**config.mk**
```make
export PLATFORM = sky130hd
export DESIGN_NAME = rv_core
export DESIGN_NICKNAME = d
export VERILOG_FILES = /design/src/hdl/rv_pkg.sv /design/src/hdl/rv_alu.sv /design/src/hdl/rv_control.sv /design/src/hdl/rv_core.sv /design/src/hdl/rv_decoder.sv
export SDC_FILE = /design/constraint.sdc
export NUM_CORES = 1
export LEC_CHECK = 0
export ABC_AREA = 1
export BUFFER_PORTS_ARGS = -buffer_cell sky130_fd_sc_hd__buf_4
export CAP_MARGIN = 20
export CELL_PAD_IN_SITES_DETAIL_PLACEMENT = 1
export CELL_PAD_IN_SITES_GLOBAL_PLACEMENT = 2
export CORE_MARGIN = 4
export CORE_UTILIZATION = 31
export DETAILED_ROUTE_END_ITERATION = 10
export PLACE_DENSITY_LB_ADDON = 0.1
export SETUP_SLACK_MARGIN = 0.1
export SLEW_MARGIN = 10
export SYNTH_ARGS = -nofsm -noshare
export SYNTH_HDL_FRONTEND = slang
export SYNTH_SLANG_ARGS = --single-unit
```
**constraint.sdc**
```tcl
create_clock -name clk -period 4.2 [get_ports clk]
set_clock_uncertainty 0.2 [all_clocks]
set_input_delay 0.63 -clock clk [delete_from_list [all_inputs] [get_ports clk]]
set_output_delay 0.63 -clock clk [all_outputs]
set_load 0.03 [all_outputs]
```
**src/hdl/rv_pkg.sv**
```systemverilog
`default_nettype none
// ******************************
// RV32I subset core types, opcodes and boot vectors
// ******************************

package rv_pkg;

   typedef logic [31:0] word_t;
   typedef logic [15:0] addr_t;

   // Supported major opcodes
   typedef enum logic [6:0] {
      ALU_R  = 7'b0110011,
      ALU_I  = 7'b0010011,
      LOAD   = 7'b0000011,
      STORE  = 7'b0100011,
      BRANCH = 7'b1100011,
      JAL    = 7'b1101111,
      JALR   = 7'b1100111,
      LUI    = 7'b0110111
   } opcode_e;

   // Encoded as {inst[30], funct3}
   typedef enum logic [3:0] {
      ADD  = 4'b0000,
      SUB  = 4'b1000,
      SLL  = 4'b0001,
      SLT  = 4'b0010,
      SLTU = 4'b0011,
      XOR  = 4'b0100,
      SRL  = 4'b0101,
      SRA  = 4'b1101,
      OR   = 4'b0110,
      AND  = 4'b0111
   } alu_fn_e;

   // SP_VEC waits for the reset vector, SP_WR for the stack pointer
   typedef enum logic [3:0] {
      RESET_VEC, SP_VEC, SP_WR, FETCH, WAIT_INST, EXECUTE,
      WAIT_RS1, WAIT_RS2, WAIT_LOAD, WRITE, FAULT
   } state_e;

   localparam addr_t      VEC_RESET = 16'h0080;
   localparam addr_t      VEC_SP    = 16'h0084;
   localparam logic [4:0] SP_REG    = 5'd2;

endpackage

`default_nettype wire

```
**src/hdl/rv_alu.sv**
```systemverilog
`timescale 1ns/1ns
`default_nettype none
// ******************************
// RV32I ALU with branch compare flags
// ******************************

module rv_alu
   import rv_pkg::*;
(
   input  wire word_t   i_a,
   input  wire word_t   i_b,
   input  wire alu_fn_e i_fn,
   output word_t        o_result,
   output logic         o_zero,
   output logic         o_lt,
   output logic         o_ltu
);

   logic [4:0] shamt;

   assign shamt = i_b[4:0];

   // Flags do not depend on the function code
   assign o_zero = (i_a == i_b);
   assign o_lt   = ($signed(i_a) < $signed(i_b));
   assign o_ltu  = (i_a < i_b);

   always_comb begin
      case (i_fn)
         ADD:     o_result = i_a + i_b;
         SUB:     o_result = i_a - i_b;
         SLL:     o_result = i_a << shamt;
         SLT:     o_result = {31'd0, o_lt};
         SLTU:    o_result = {31'd0, o_ltu};
         XOR:     o_result = i_a ^ i_b;
         SRL:     o_result = i_a >> shamt;
         SRA:     o_result = word_t'($signed(i_a) >>> shamt);
         OR:      o_result = i_a | i_b;
         AND:     o_result = i_a & i_b;
         default: o_result = i_a + i_b;
      endcase
   end

endmodule

`default_nettype wire

```
**src/hdl/rv_control.sv**
```systemverilog
`timescale 1ns/1ns
`default_nettype none
// ******************************
// Multi-cycle control FSM
// Sequences boot, fetch, operand and load reads and writeback
// ******************************

module rv_control
   import rv_pkg::*;
(
   input  wire          clk,
   input  wire          i_rst_n,
   output addr_t        o_addr,
   output logic         o_rd_en,
   input  wire word_t   i_rd_data,
   input  wire          i_rd_valid,
   output logic         o_wr_en,
   output word_t        o_wr_data,
   input  wire opcode_e i_opcode,
   input  wire [4:0]    i_rd,
   input  wire [4:0]    i_rs1,
   input  wire [4:0]    i_rs2,
   input  wire [2:0]    i_funct3,
   input  wire word_t   i_imm,
   input  wire          i_need_rs1,
   input  wire          i_need_rs2,
   input  wire          i_use_rs2,
   input  wire          i_legal,
   input  wire word_t   i_alu_result,
   input  wire          i_zero,
   input  wire          i_lt,
   input  wire          i_ltu,
   output logic         o_load_inst,
   output word_t        o_inst,
   output word_t        o_op_a,
   output word_t        o_op_b,
   output logic         o_fault
);

   state_e state;
   addr_t  pc;
   addr_t  pc_next;
   word_t  s1_data;
   word_t  s2_data;
   logic   s1_valid;
   logic   s2_valid;
   logic   s1_ok;
   logic   s2_ok;
   logic   taken;
   word_t  wb_data;
   word_t  ld_shift;
   word_t  ld_data;

   // Register n sits at byte address 4n
   function automatic addr_t reg_addr(input logic [4:0] idx);
      return {9'd0, idx, 2'b00};
   endfunction

   assign o_inst      = i_rd_data;
   assign o_load_inst = (state == WAIT_INST) && i_rd_valid;
   assign o_op_a      = s1_data;
   assign o_op_b      = i_use_rs2 ? s2_data : i_imm;
   assign o_fault     = (state == FAULT);

   // x0 is never read, its operand stays at the cleared zero
   assign s1_ok = !i_need_rs1 || s1_valid || (i_rs1 == 5'd0);
   assign s2_ok = !i_need_rs2 || s2_valid || (i_rs2 == 5'd0);

   always_comb begin
      case (i_funct3)
         3'b000:  taken = i_zero;
         3'b001:  taken = !i_zero;
         3'b100:  taken = i_lt;
         3'b101:  taken = !i_lt;
         3'b110:  taken = i_ltu;
         default: taken = !i_ltu;
      endcase
   end

   always_comb begin
      case (i_opcode)
         BRANCH:  pc_next = taken ? pc + i_imm[15:0] : pc + 16'd4;
         JAL:     pc_next = pc + i_imm[15:0];
         JALR:    pc_next = {i_alu_result[15:1], 1'b0};
         default: pc_next = pc + 16'd4;
      endcase
   end

   always_comb begin
      case (i_opcode)
         JAL, JALR: wb_data = {16'd0, pc + 16'd4};
         LUI:       wb_data = i_imm;
         default:   wb_data = i_alu_result;
      endcase
   end

   // Load address stays on o_addr until the data returns
   assign ld_shift = i_rd_data >> {o_addr[1:0], 3'b000};

   always_comb begin
      case (i_funct3)
         3'b000:  ld_data = {{24{ld_shift[7]}}, ld_shift[7:0]};
         3'b001:  ld_data = {{16{ld_shift[15]}}, ld_shift[15:0]};
         3'b100:  ld_data = {24'd0, ld_shift[7:0]};
         3'b101:  ld_data = {16'd0, ld_shift[15:0]};
         default: ld_data = i_rd_data;
      endcase
   end

   always_ff @(posedge clk) begin
      if (o_load_inst) begin
         s1_data <= '0;
         s2_data <= '0;
      end else if (i_rd_valid && state == WAIT_RS1) begin
         s1_data <= i_rd_data;
      end else if (i_rd_valid && state == WAIT_RS2) begin
         s2_data <= i_rd_data;
      end
   end

   always_ff @(posedge clk or negedge i_rst_n) begin
      if (!i_rst_n) begin
         state     <= RESET_VEC;
         pc        <= '0;
         o_addr    <= '0;
         o_rd_en   <= 1'b0;
         o_wr_en   <= 1'b0;
         o_wr_data <= '0;
         s1_valid  <= 1'b0;
         s2_valid  <= 1'b0;
      end else begin
         o_rd_en <= 1'b0;
         o_wr_en <= 1'b0;
         case (state)
            RESET_VEC: begin
               o_addr  <= VEC_RESET;
               o_rd_en <= 1'b1;
               state   <= SP_VEC;
            end
            SP_VEC: if (i_rd_valid) begin
               pc      <= i_rd_data[15:0];
               o_addr  <= VEC_SP;
               o_rd_en <= 1'b1;
               state   <= SP_WR;
            end
            SP_WR: if (i_rd_valid) begin
               o_addr    <= reg_addr(SP_REG);
               o_wr_data <= i_rd_data;
               o_wr_en   <= 1'b1;
               state     <= WRITE;
            end
            // Fetch goes out right after a write
            FETCH, WRITE: begin
               o_addr  <= pc;
               o_rd_en <= 1'b1;
               state   <= WAIT_INST;
            end
            WAIT_INST: if (i_rd_valid) begin
               s1_valid <= 1'b0;
               s2_valid <= 1'b0;
               state    <= EXECUTE;
            end
            EXECUTE: begin
               if (!i_legal) begin
                  state <= FAULT;
               end else if (!s1_ok) begin
                  o_addr  <= reg_addr(i_rs1);
                  o_rd_en <= 1'b1;
                  state   <= WAIT_RS1;
               end else if (!s2_ok) begin
                  o_addr  <= reg_addr(i_rs2);
                  o_rd_en <= 1'b1;
                  state   <= WAIT_RS2;
               end else begin
                  pc <= pc_next;
                  case (i_opcode)
                     LOAD: begin
                        o_addr  <= i_alu_result[15:0];
                        o_rd_en <= 1'b1;
                        state   <= WAIT_LOAD;
                     end
                     STORE: begin
                        o_addr    <= i_alu_result[15:0];
                        o_wr_data <= s2_data;
                        o_wr_en   <= 1'b1;
                        state     <= WRITE;
                     end
                     BRANCH: state <= FETCH;
                     ALU_R, ALU_I, LUI, JAL, JALR: begin
                        if (i_rd != 5'd0) begin
                           o_addr    <= reg_addr(i_rd);
                           o_wr_data <= wb_data;
                           o_wr_en   <= 1'b1;
                           state     <= WRITE;
                        end else begin
                           state <= FETCH;
                        end
                     end
                     default: state <= FAULT;
                  endcase
               end
            end
            WAIT_RS1: if (i_rd_valid) begin
               s1_valid <= 1'b1;
               state    <= EXECUTE;
            end
            WAIT_RS2: if (i_rd_valid) begin
               s2_valid <= 1'b1;
               state    <= EXECUTE;
            end
            WAIT_LOAD: if (i_rd_valid) begin
               if (i_rd != 5'd0) begin
                  o_addr    <= reg_addr(i_rd);
                  o_wr_data <= ld_data;
                  o_wr_en   <= 1'b1;
                  state     <= WRITE;
               end else begin
                  state <= FETCH;
               end
            end
            // Sticky until reset
            default: state <= FAULT;
         endcase
      end
   end

endmodule

`default_nettype wire

```
**src/hdl/rv_core.sv**
```systemverilog
`timescale 1ns/1ns
`default_nettype none
// ******************************
// RV32I subset core, registers held in external memory
// ******************************

module rv_core
   import rv_pkg::*;
(
   input  wire        clk,
   input  wire        i_rst_n,
   output addr_t      o_addr,
   output logic       o_rd_en,
   input  wire word_t i_rd_data,
   input  wire        i_rd_valid,
   output logic       o_wr_en,
   output word_t      o_wr_data,
   output logic       o_fault
);

   opcode_e    opcode;
   alu_fn_e    alu_fn;
   logic [4:0] rd;
   logic [4:0] rs1;
   logic [4:0] rs2;
   logic [2:0] funct3;
   word_t      imm;
   word_t      inst;
   word_t      op_a;
   word_t      op_b;
   word_t      alu_result;
   logic       need_rs1;
   logic       need_rs2;
   logic       use_rs2;
   logic       legal;
   logic       load_inst;
   logic       zero;
   logic       lt;
   logic       ltu;

   rv_control control_i (
      .clk          (clk),
      .i_rst_n      (i_rst_n),
      .o_addr       (o_addr),
      .o_rd_en      (o_rd_en),
      .i_rd_data    (i_rd_data),
      .i_rd_valid   (i_rd_valid),
      .o_wr_en      (o_wr_en),
      .o_wr_data    (o_wr_data),
      .i_opcode     (opcode),
      .i_rd         (rd),
      .i_rs1        (rs1),
      .i_rs2        (rs2),
      .i_funct3     (funct3),
      .i_imm        (imm),
      .i_need_rs1   (need_rs1),
      .i_need_rs2   (need_rs2),
      .i_use_rs2    (use_rs2),
      .i_legal      (legal),
      .i_alu_result (alu_result),
      .i_zero       (zero),
      .i_lt         (lt),
      .i_ltu        (ltu),
      .o_load_inst  (load_inst),
      .o_inst       (inst),
      .o_op_a       (op_a),
      .o_op_b       (op_b),
      .o_fault      (o_fault)
   );

   rv_decoder decoder_i (
      .clk        (clk),
      .i_rst_n    (i_rst_n),
      .i_load     (load_inst),
      .i_inst     (inst),
      .o_opcode   (opcode),
      .o_rd       (rd),
      .o_rs1      (rs1),
      .o_rs2      (rs2),
      .o_funct3   (funct3),
      .o_imm      (imm),
      .o_alu_fn   (alu_fn),
      .o_need_rs1 (need_rs1),
      .o_need_rs2 (need_rs2),
      .o_use_rs2  (use_rs2),
      .o_legal    (legal)
   );

   rv_alu alu_i (
      .i_a      (op_a),
      .i_b      (op_b),
      .i_fn     (alu_fn),
      .o_result (alu_result),
      .o_zero   (zero),
      .o_lt     (lt),
      .o_ltu    (ltu)
   );

endmodule

`default_nettype wire

```
**src/hdl/rv_decoder.sv**
```systemverilog
`timescale 1ns/1ns
`default_nettype none
// ******************************
// Instruction register and field/immediate decoder
// ******************************

module rv_decoder
   import rv_pkg::*;
(
   input  wire         clk,
   input  wire         i_rst_n,
   input  wire         i_load,
   input  wire word_t  i_inst,
   output opcode_e     o_opcode,
   output logic [4:0]  o_rd,
   output logic [4:0]  o_rs1,
   output logic [4:0]  o_rs2,
   output logic [2:0]  o_funct3,
   output word_t       o_imm,
   output alu_fn_e     o_alu_fn,
   output logic        o_need_rs1,
   output logic        o_need_rs2,
   output logic        o_use_rs2,
   output logic        o_legal
);

   word_t      inst;
   logic [2:0] f3;

   always_ff @(posedge clk or negedge i_rst_n) begin
      if (!i_rst_n) begin
         inst <= '0;
      end else if (i_load) begin
         inst <= i_inst;
      end
   end

   assign f3       = inst[14:12];
   assign o_opcode = opcode_e'(inst[6:0]);
   assign o_rd     = inst[11:7];
   assign o_rs1    = inst[19:15];
   assign o_rs2    = inst[24:20];
   assign o_funct3 = f3;

   always_comb begin
      o_imm      = {{20{inst[31]}}, inst[31:20]};
      o_alu_fn   = ADD;
      o_need_rs1 = 1'b0;
      o_need_rs2 = 1'b0;
      o_use_rs2  = 1'b0;
      o_legal    = 1'b1;
      case (o_opcode)
         ALU_R: begin
            o_need_rs1 = 1'b1;
            o_need_rs2 = 1'b1;
            o_use_rs2  = 1'b1;
            o_alu_fn   = alu_fn_e'({inst[30] & (f3 == 3'b000 || f3 == 3'b101), f3});
         end
         ALU_I: begin
            // Bit 30 is part of the immediate except for shifts
            o_need_rs1 = 1'b1;
            o_alu_fn   = alu_fn_e'({inst[30] & (f3 == 3'b101), f3});
         end
         LOAD: begin
            o_need_rs1 = 1'b1;
         end
         STORE: begin
            o_imm      = {{20{inst[31]}}, inst[31:25], inst[11:7]};
            o_need_rs1 = 1'b1;
            o_need_rs2 = 1'b1;
            o_legal    = (f3 == 3'b010);
         end
         BRANCH: begin
            o_imm      = {{19{inst[31]}}, inst[31], inst[7], inst[30:25], inst[11:8], 1'b0};
            o_need_rs1 = 1'b1;
            o_need_rs2 = 1'b1;
            o_use_rs2  = 1'b1;
            o_alu_fn   = f3[2] ? (f3[1] ? SLTU : SLT) : SUB;
            o_legal    = (f3[2:1] != 2'b01);
         end
         JAL: begin
            o_imm = {{11{inst[31]}}, inst[31], inst[19:12], inst[20], inst[30:21], 1'b0};
         end
         JALR: begin
            o_need_rs1 = 1'b1;
         end
         LUI: begin
            o_imm = {inst[31:12], 12'd0};
         end
         default: begin
            o_legal = 1'b0;
         end
      endcase
   end

endmodule

`default_nettype wire

```
==> metrics, run 1 <==
I/O pin total=86; detailed-route wire length=139 mm; Final Wtd Congestion=1.04; setup TNS=-9240 ps; Port Buffers=85; failing checks=setup timing; Synth cell types=63; cell mode on critical path=nor2_4; crit start category=flip-flop; initial antenna violation count=1; Clock Sinks=168; Die Ht=263 µm; f_max=221 MHz; Via Count=29.3k; # placed instances=4945; post-route ant nets=0; crit-path max FO=6; CP max-delay cell=dfrtp_2; Final setup viols=48; Mapped Area=20100 µm²; initial drt markers=2248; CP arrival=4710 ps; gr usage total=37.5%; status=finished with violations; CTS root buf=clkbuf_16; largest net degree at the start of global routing=59; Hold Path Class=in2async; fin area=31500 µm²; worst r2r src=decoder_i.inst[4]$_DFFE_PN0P_; CTS tree=built; Die ar.=69000 µm²; # fillers=8356; slew at the pin closest to its max-slew limit=1030 ps; worst slack at placement=-1020 ps; Post-DP Area=26900 µm²; first-pass GRT wire length=196 mm; layout cells sized above 1=36.9%; Critical R2R Capture=control_i.pc[14]$_DFFE_PN0P_; Initial Util=31.2%; Crit Path Class=reg2reg; Tmin final=4520 ps; max-slew violations=0; Die X=263 µm; Reg2Reg Setup Slack=-320 ps; nets=4359; core box area=64300 µm²; fraction of registers with async set or reset after synthesis=61.9%; ant diodes=0; Routed WL per cell=27.3 µm; Cell Count, Final, Fillers Out=5086; Clock Latency Late Sink=470 ps; area delta synth->final=56.7%; vias in the first global route=30.1k; Final period util=108%; FF-to-FF path depth=35; Worst slew margin=30.8%; RSZ-0062 raised after global routing=true; Crit. End Element=flip-flop; Yosys reg bits=168; register area share after synthesis=19.3%; CP required=4390 ps; Final Hold Fails=0; max-cap violations=0; CTS H-tree depth=4; Via-to-Cell Ratio=5.76; Post-CTS Hold Fix Bufs=0; Clock Pin Slew Worst Setup and Hold Paths=80 ps; Num CTS Buffers=17; ys flop type=dfrtp_1; Std-Cell Rows=93; setup ws final=-321 ps; CTS Buffer Depth=2; syn_area_per_cell=5.80 µm²; yosys warns=0; Synth Instances=3465; Max stage delay on crit path=460 ps; first drt pass iteration count=6; DRC errors left=0; total gr overflow=0; HPWL after DPL=110 mm; Post-Syn Nets=3606; number of synthesized flops with an enable pin=0
-- final cells by class --
type | count | area (µm²) | share of cell area, %
clock buffer | 17 | 425 | 1.35
clock inverter | 15 | 178 | 0.564
inverter | 438 | 1710 | 5.43
multi-input combinational | 2681 | 16700 | 52.9
sequential | 168 | 3890 | 12.3
tap | 855 | 1070 | 3.40
timing repair buffer | 912 | 7570 | 24.0
-- registers in the layout, summed over array words and instances, names as in the netlist --
name	count
control_i.pc	16
control_i.o_addr	16
control_i.s1_valid	1
control_i.state	4
control_i.s2_valid	1
control_i.o_wr_data	32
control_i.o_wr_en	1
decoder_i.inst	32
control_i.s2_data	32
control_i.o_rd_en	1
control_i.o_op_a	32
-- what timing repair did --
action / in CTS / in global routing
gates resized for setup: 410 / 444
endpoints found under the setup margin: 64 / 64
pin swaps: 101 / 223
setup buffers: 54 / 55
cloned: 2 / 3
endpoints found under the hold margin: 0 / 0
-- routing by layer --
metal  up-vias  global-route usage (%)  part of all wire [%]
met5         -                       0                     0
met4         0                    23.0                   7.9
met3       415                    4.28                   6.0
met2      1277                    63.3                    46
met1     14475                    45.7                    40
li1      13118                       -                     -
-- stage by stage --
step | util [%] | hold slack [ps]
final | 48.9 | 64.0
after CTS | 45.6 | 83.7
after detailed placement | 41.7 | 294
after global placement | 41.7 | 277
after global routing | 48.9 | 113
after floorplan | - | 134
-- worst max path at each step --
stage	end	startpoint	depth (start not counted)	slack [ps]
floorplan	control_i.pc[15]$_DFFE_PN0P_	decoder_i.inst[4]$_DFFE_PN0P_	36	20
global placement	control_i.pc[1]$_DFFE_PN0P_	decoder_i.inst[4]$_DFFE_PN0P_	30	-910
detailed placement	control_i.pc[13]$_DFFE_PN0P_	decoder_i.inst[1]$_DFFE_PN0P_	29	-1020
CTS	control_i.pc[6]$_DFFE_PN0P_	decoder_i.inst[5]$_DFFE_PN0P_	33	-430
global route	control_i.pc[13]$_DFFE_PN0P_	decoder_i.inst[4]$_DFFE_PN0P_	35	-510
finish	control_i.pc[14]$_DFFE_PN0P_	decoder_i.inst[4]$_DFFE_PN0P_	35	-320
-- cells in the final DEF, fill, tap and decap left out, types with 24 or more instances in the layout --
master    instances
buf_4           819
nand2_1         659
inv_1           360
a21oi_1         282
nand3_1         279
o21ai_0         256
nor2_1          243
nand2_2         109
dfrtp_1         100
ha_1             80
dfxtp_1          64
o21ai_2          61
o21ai_1          56
a21oi_2          55
nand3_2          55
inv_2            54
buf_6            53
o211ai_1         46
nor2_4           42
nand2_4          41
nor2_2           34
a211oi_1         32
xor2_1           29
buf_12           27
ha_4             25
nand4_1          24
-- critical path: cells and delay by family (launching register included) --
family                     cells  cell delay [ps]
and+or+nand+nor               18             1950
AOI/OAI and AO/OA              6              630
DFF                            1              460
buffers and inverters         10              960
adders and majority gates      1              210
-- cells by family after synthesis --
logic type | count (synthesis) | share of synthesized area [%]
adder cells (fa/ha/maj) | 106 | 6.64
AO/OA/AOI/OAI | 964 | 27.0
buffers and inverters | 616 | 11.9
XOR/XNOR | 31 | 1.35
multiplexers | 8 | 0.405
AND/OR/NAND/NOR | 1572 | 33.4
flip-flops | 168 | 19.3
-- synth_stat cells (all sizes together), types with 4 or more instances --
library cell	instances	share of area, %
clkinv	8	0.15
o2111ai	11	0.48
dfxtp	64	6.4
or2	12	0.37
o211ai	46	1.7
xor2	30	1.3
ha	105	6.5
a21oi	347	8.7
mux2i	7	0.35
a31oi	16	0.50
a211oi	40	1.5
dfrtp	104	13
o22ai	23	0.75
o221ai	12	0.52
nand3b	8	0.30
a221oi	9	0.39
nand4	25	0.81
a2111oi	5	0.22
nand3	352	9.0
nor4	4	0.12
nor2	319	6.1
inv	430	8.0
buf	54	1.4
o21a	13	0.49
nor3	32	0.82
nand2	816	16
clkbuf	124	2.3
a21boi	24	0.92
a21o	5	0.19
o21ai	396	9.9
Power of run 1 is not shown: default switching activity piles up to over one toggle a cycle in this logic, so the estimate is an artifact.
==> inputs of run 2 (changes only) <==
Settings changed: CTS_BUF_LIST from default to sky130_fd_sc_hd__clkbuf_4 sky130_fd_sc_hd__clkbuf_8.
Clock period 4.2 ns to 3.8 ns, I/O delays scaled along.
==> run 2 against run 1 <==
- critical path type unchanged
- design area is 11% higher
- via count is 6.8% higher
- the run still ends with setup timing left
- wire length is 9.7% higher
- highest routed layer is now met5
==> metrics, run 2 (synthesis gave the netlist of run 1 again) <==
Initial Util=31.2% (unchanged); area delta synth->final=73.7%; Max stage delay on crit path=460 ps (about the same); max-slew violations=0 (unchanged); core box area=64300 µm² (unchanged); Hold Path Class=in2reg; vias in the first global route=32.3k (+7.3%); Crit Path Class=reg2reg; Final Hold Fails=0 (unchanged); Worst slew margin=45.0% (+14 points); hold depth=2; Die ar.=69000 µm² (unchanged); HPWL after DPL=114 mm (+3.4%); crit-path max FO=8 (+2); CTS root buf=clkbuf_8; Num CTS Buffers=17 (unchanged); failing checks=setup timing; Std-Cell Rows=93 (unchanged); CTS tree=built; initial antenna violation count=3 (+2); total gr overflow=0 (unchanged); post-route ant nets=0 (unchanged); largest net degree at the start of global routing=55 (-6.8%); I/O pin total=86 (unchanged); slew at the pin closest to its max-slew limit=817 ps (-218 ps); CP max-delay cell=dfrtp_2; Die X=263 µm (unchanged); crit start category=flip-flop; CP arrival=5150 ps (+440 ps); hold_sp=i_rd_valid; detailed-route wire length=152 mm (+9.7%); Final setup viols=64 (+33%); Clock Latency Late Sink=530 ps (+60 ps); CP required=4050 ps (-340 ps); Routed WL per cell=28.7 µm (+5.0%); status=finished with violations; Die Ht=263 µm (unchanged); initial drt markers=2820 (+25%); Via-to-Cell Ratio=5.88 (+2.2%); Crit. End Element=flip-flop; gr usage total=40.7% (+3.3 points); DRC errors left=0 (unchanged); Via Count=31.3k (+6.8%); most frequent cells in the layout=976 x buf_4, 588 x nand2_1, 349 x inv_1, 251 x a21oi_1, 240 x nor2_1; nets=4587 (+5.2%); first-pass GRT wire length=213 mm (+8.6%); RSZ-0062 raised after global routing=true; layout cells sized above 1=45.2% (+8.2 points); max-cap violations=0 (unchanged); first drt pass iteration count=5 (-1); Final Wtd Congestion=1.04 (unchanged); setup ws final=-1090 ps (-773 ps); Final period util=129% (+21 points); Critical R2R Capture=control_i.pc[7]$_DFFE_PN0P_; Clock Sinks=168 (unchanged); cell mode on critical path=nand3_1; Reg2Reg Setup Slack=-1090 ps (-770 ps); final core occ=54.2% (+5.3 points); FF-to-FF path depth=31 (-11%); worst r2r src=decoder_i.inst[5]$_DFFE_PN0P_; # fillers=8187 (-2.0%); f_max=204 MHz (-7.6%); CTS Buffer Depth=2 (unchanged); Tmin final=4890 ps (+373 ps); CTS H-tree depth=4 (unchanged); Port Buffers=85 (unchanged); commonest non-fill, non-tap cell in the layout=buf_4; Clock Pin Slew Worst Setup and Hold Paths=110 ps (+30 ps); hold-critical path endpoint=control_i.state[3]$_DFFE_PN0P_
[run 2: cell count changes in the layout (fill, tap and decap cells not counted), sizes merged, moves of 2 or more]
cell      before   now
buf          908  1137
clkbuf        20    18
inv          437   439
clkinvlp       5     3
[run 2: stage by stage]
stage          std cells  instance area [µm²]  setup TNS (ps)  hold slack [ps]  worst slack [ps]
4_1_cts             5262                33000          -26610             61.4              -587
3_5_place_dp        5091                28000          -58040              274             -1250
3_3_place_gp        5090                28000          -47770              272             -1480
5_1_grt             5315                34900          -55300             79.8             -1190
6_report            5315                34900          -49070             88.6             -1090
2_1_floorplan       3465                20300           -6600             74.4              -375
[run 2: how the worst max path moves through the flow]
stage                             startpoint                                  end  slack (ps)  depth (start not counted)
2_1_floorplan  decoder_i.inst[4]$_DFFE_PN0P_         control_i.pc[15]$_DFFE_PN0P_        -380                         36
3_3_place_gp   decoder_i.inst[5]$_DFFE_PN0P_  control_i.o_wr_data[25]$_DFFE_PN0P_       -1480                         27
3_5_place_dp   decoder_i.inst[2]$_DFFE_PN0P_          control_i.pc[1]$_DFFE_PN0P_       -1250                         29
4_1_cts        decoder_i.inst[4]$_DFFE_PN0P_         control_i.pc[10]$_DFFE_PN0P_        -590                         32
5_1_grt        decoder_i.inst[4]$_DFFE_PN0P_          control_i.pc[7]$_DFFE_PN0P_       -1190                         32
6_report       decoder_i.inst[5]$_DFFE_PN0P_          control_i.pc[7]$_DFFE_PN0P_       -1090                         31
[run 2: what timing repair did]
action                                 CTS  global route
hold buffers                             1             0
setup endpoints to repair               64            65
gates cloned                            10             0
endpoints found under the hold margin   51             0
buffers inserted                       133            66
resized for setup                      898           384
pin swaps                              215           200
[run 2: routing by layer]
metal / part of all wire (%) / up-vias / track usage (%)
met1: 37 / 15390 / 47.3
met3: 7.5 / 668 / 6.39
met2: 46 / 1654 / 69.1
met4: 9.6 / 2 / 27.7
li1: - / 13555 / -
met5: 0.0098 / - / 0
[run 2: final cells by class]
type | count | area (µm²) | area share (%)
repair inverters | 1 | 7.51 | 0.0215
flip-flops and latches | 168 | 3890 | 11.1
well taps | 855 | 1070 | 3.06
multi-input cells | 2682 | 18300 | 52.3
clock buffers | 18 | 248 | 0.710
diodes | 1 | 2.50 | 0.00717
inverters | 438 | 1700 | 4.86
clock inverters | 14 | 155 | 0.445
repair buffers | 1138 | 9580 | 27.4
[run 2: worst max-delay path, delay by kind of cell, from the launching register on]
| kind | cells | cell delay [ps] |
|---|---|---|
| adder cells (fa/ha/maj) | 1 | 240 |
| AO/OA/AOI/OAI | 4 | 730 |
| buffers and inverters | 9 | 1000 |
| AND/OR/NAND/NOR | 17 | 2150 |
| flip-flops | 1 | 460 |
Power of run 2 is left out for the same reason.
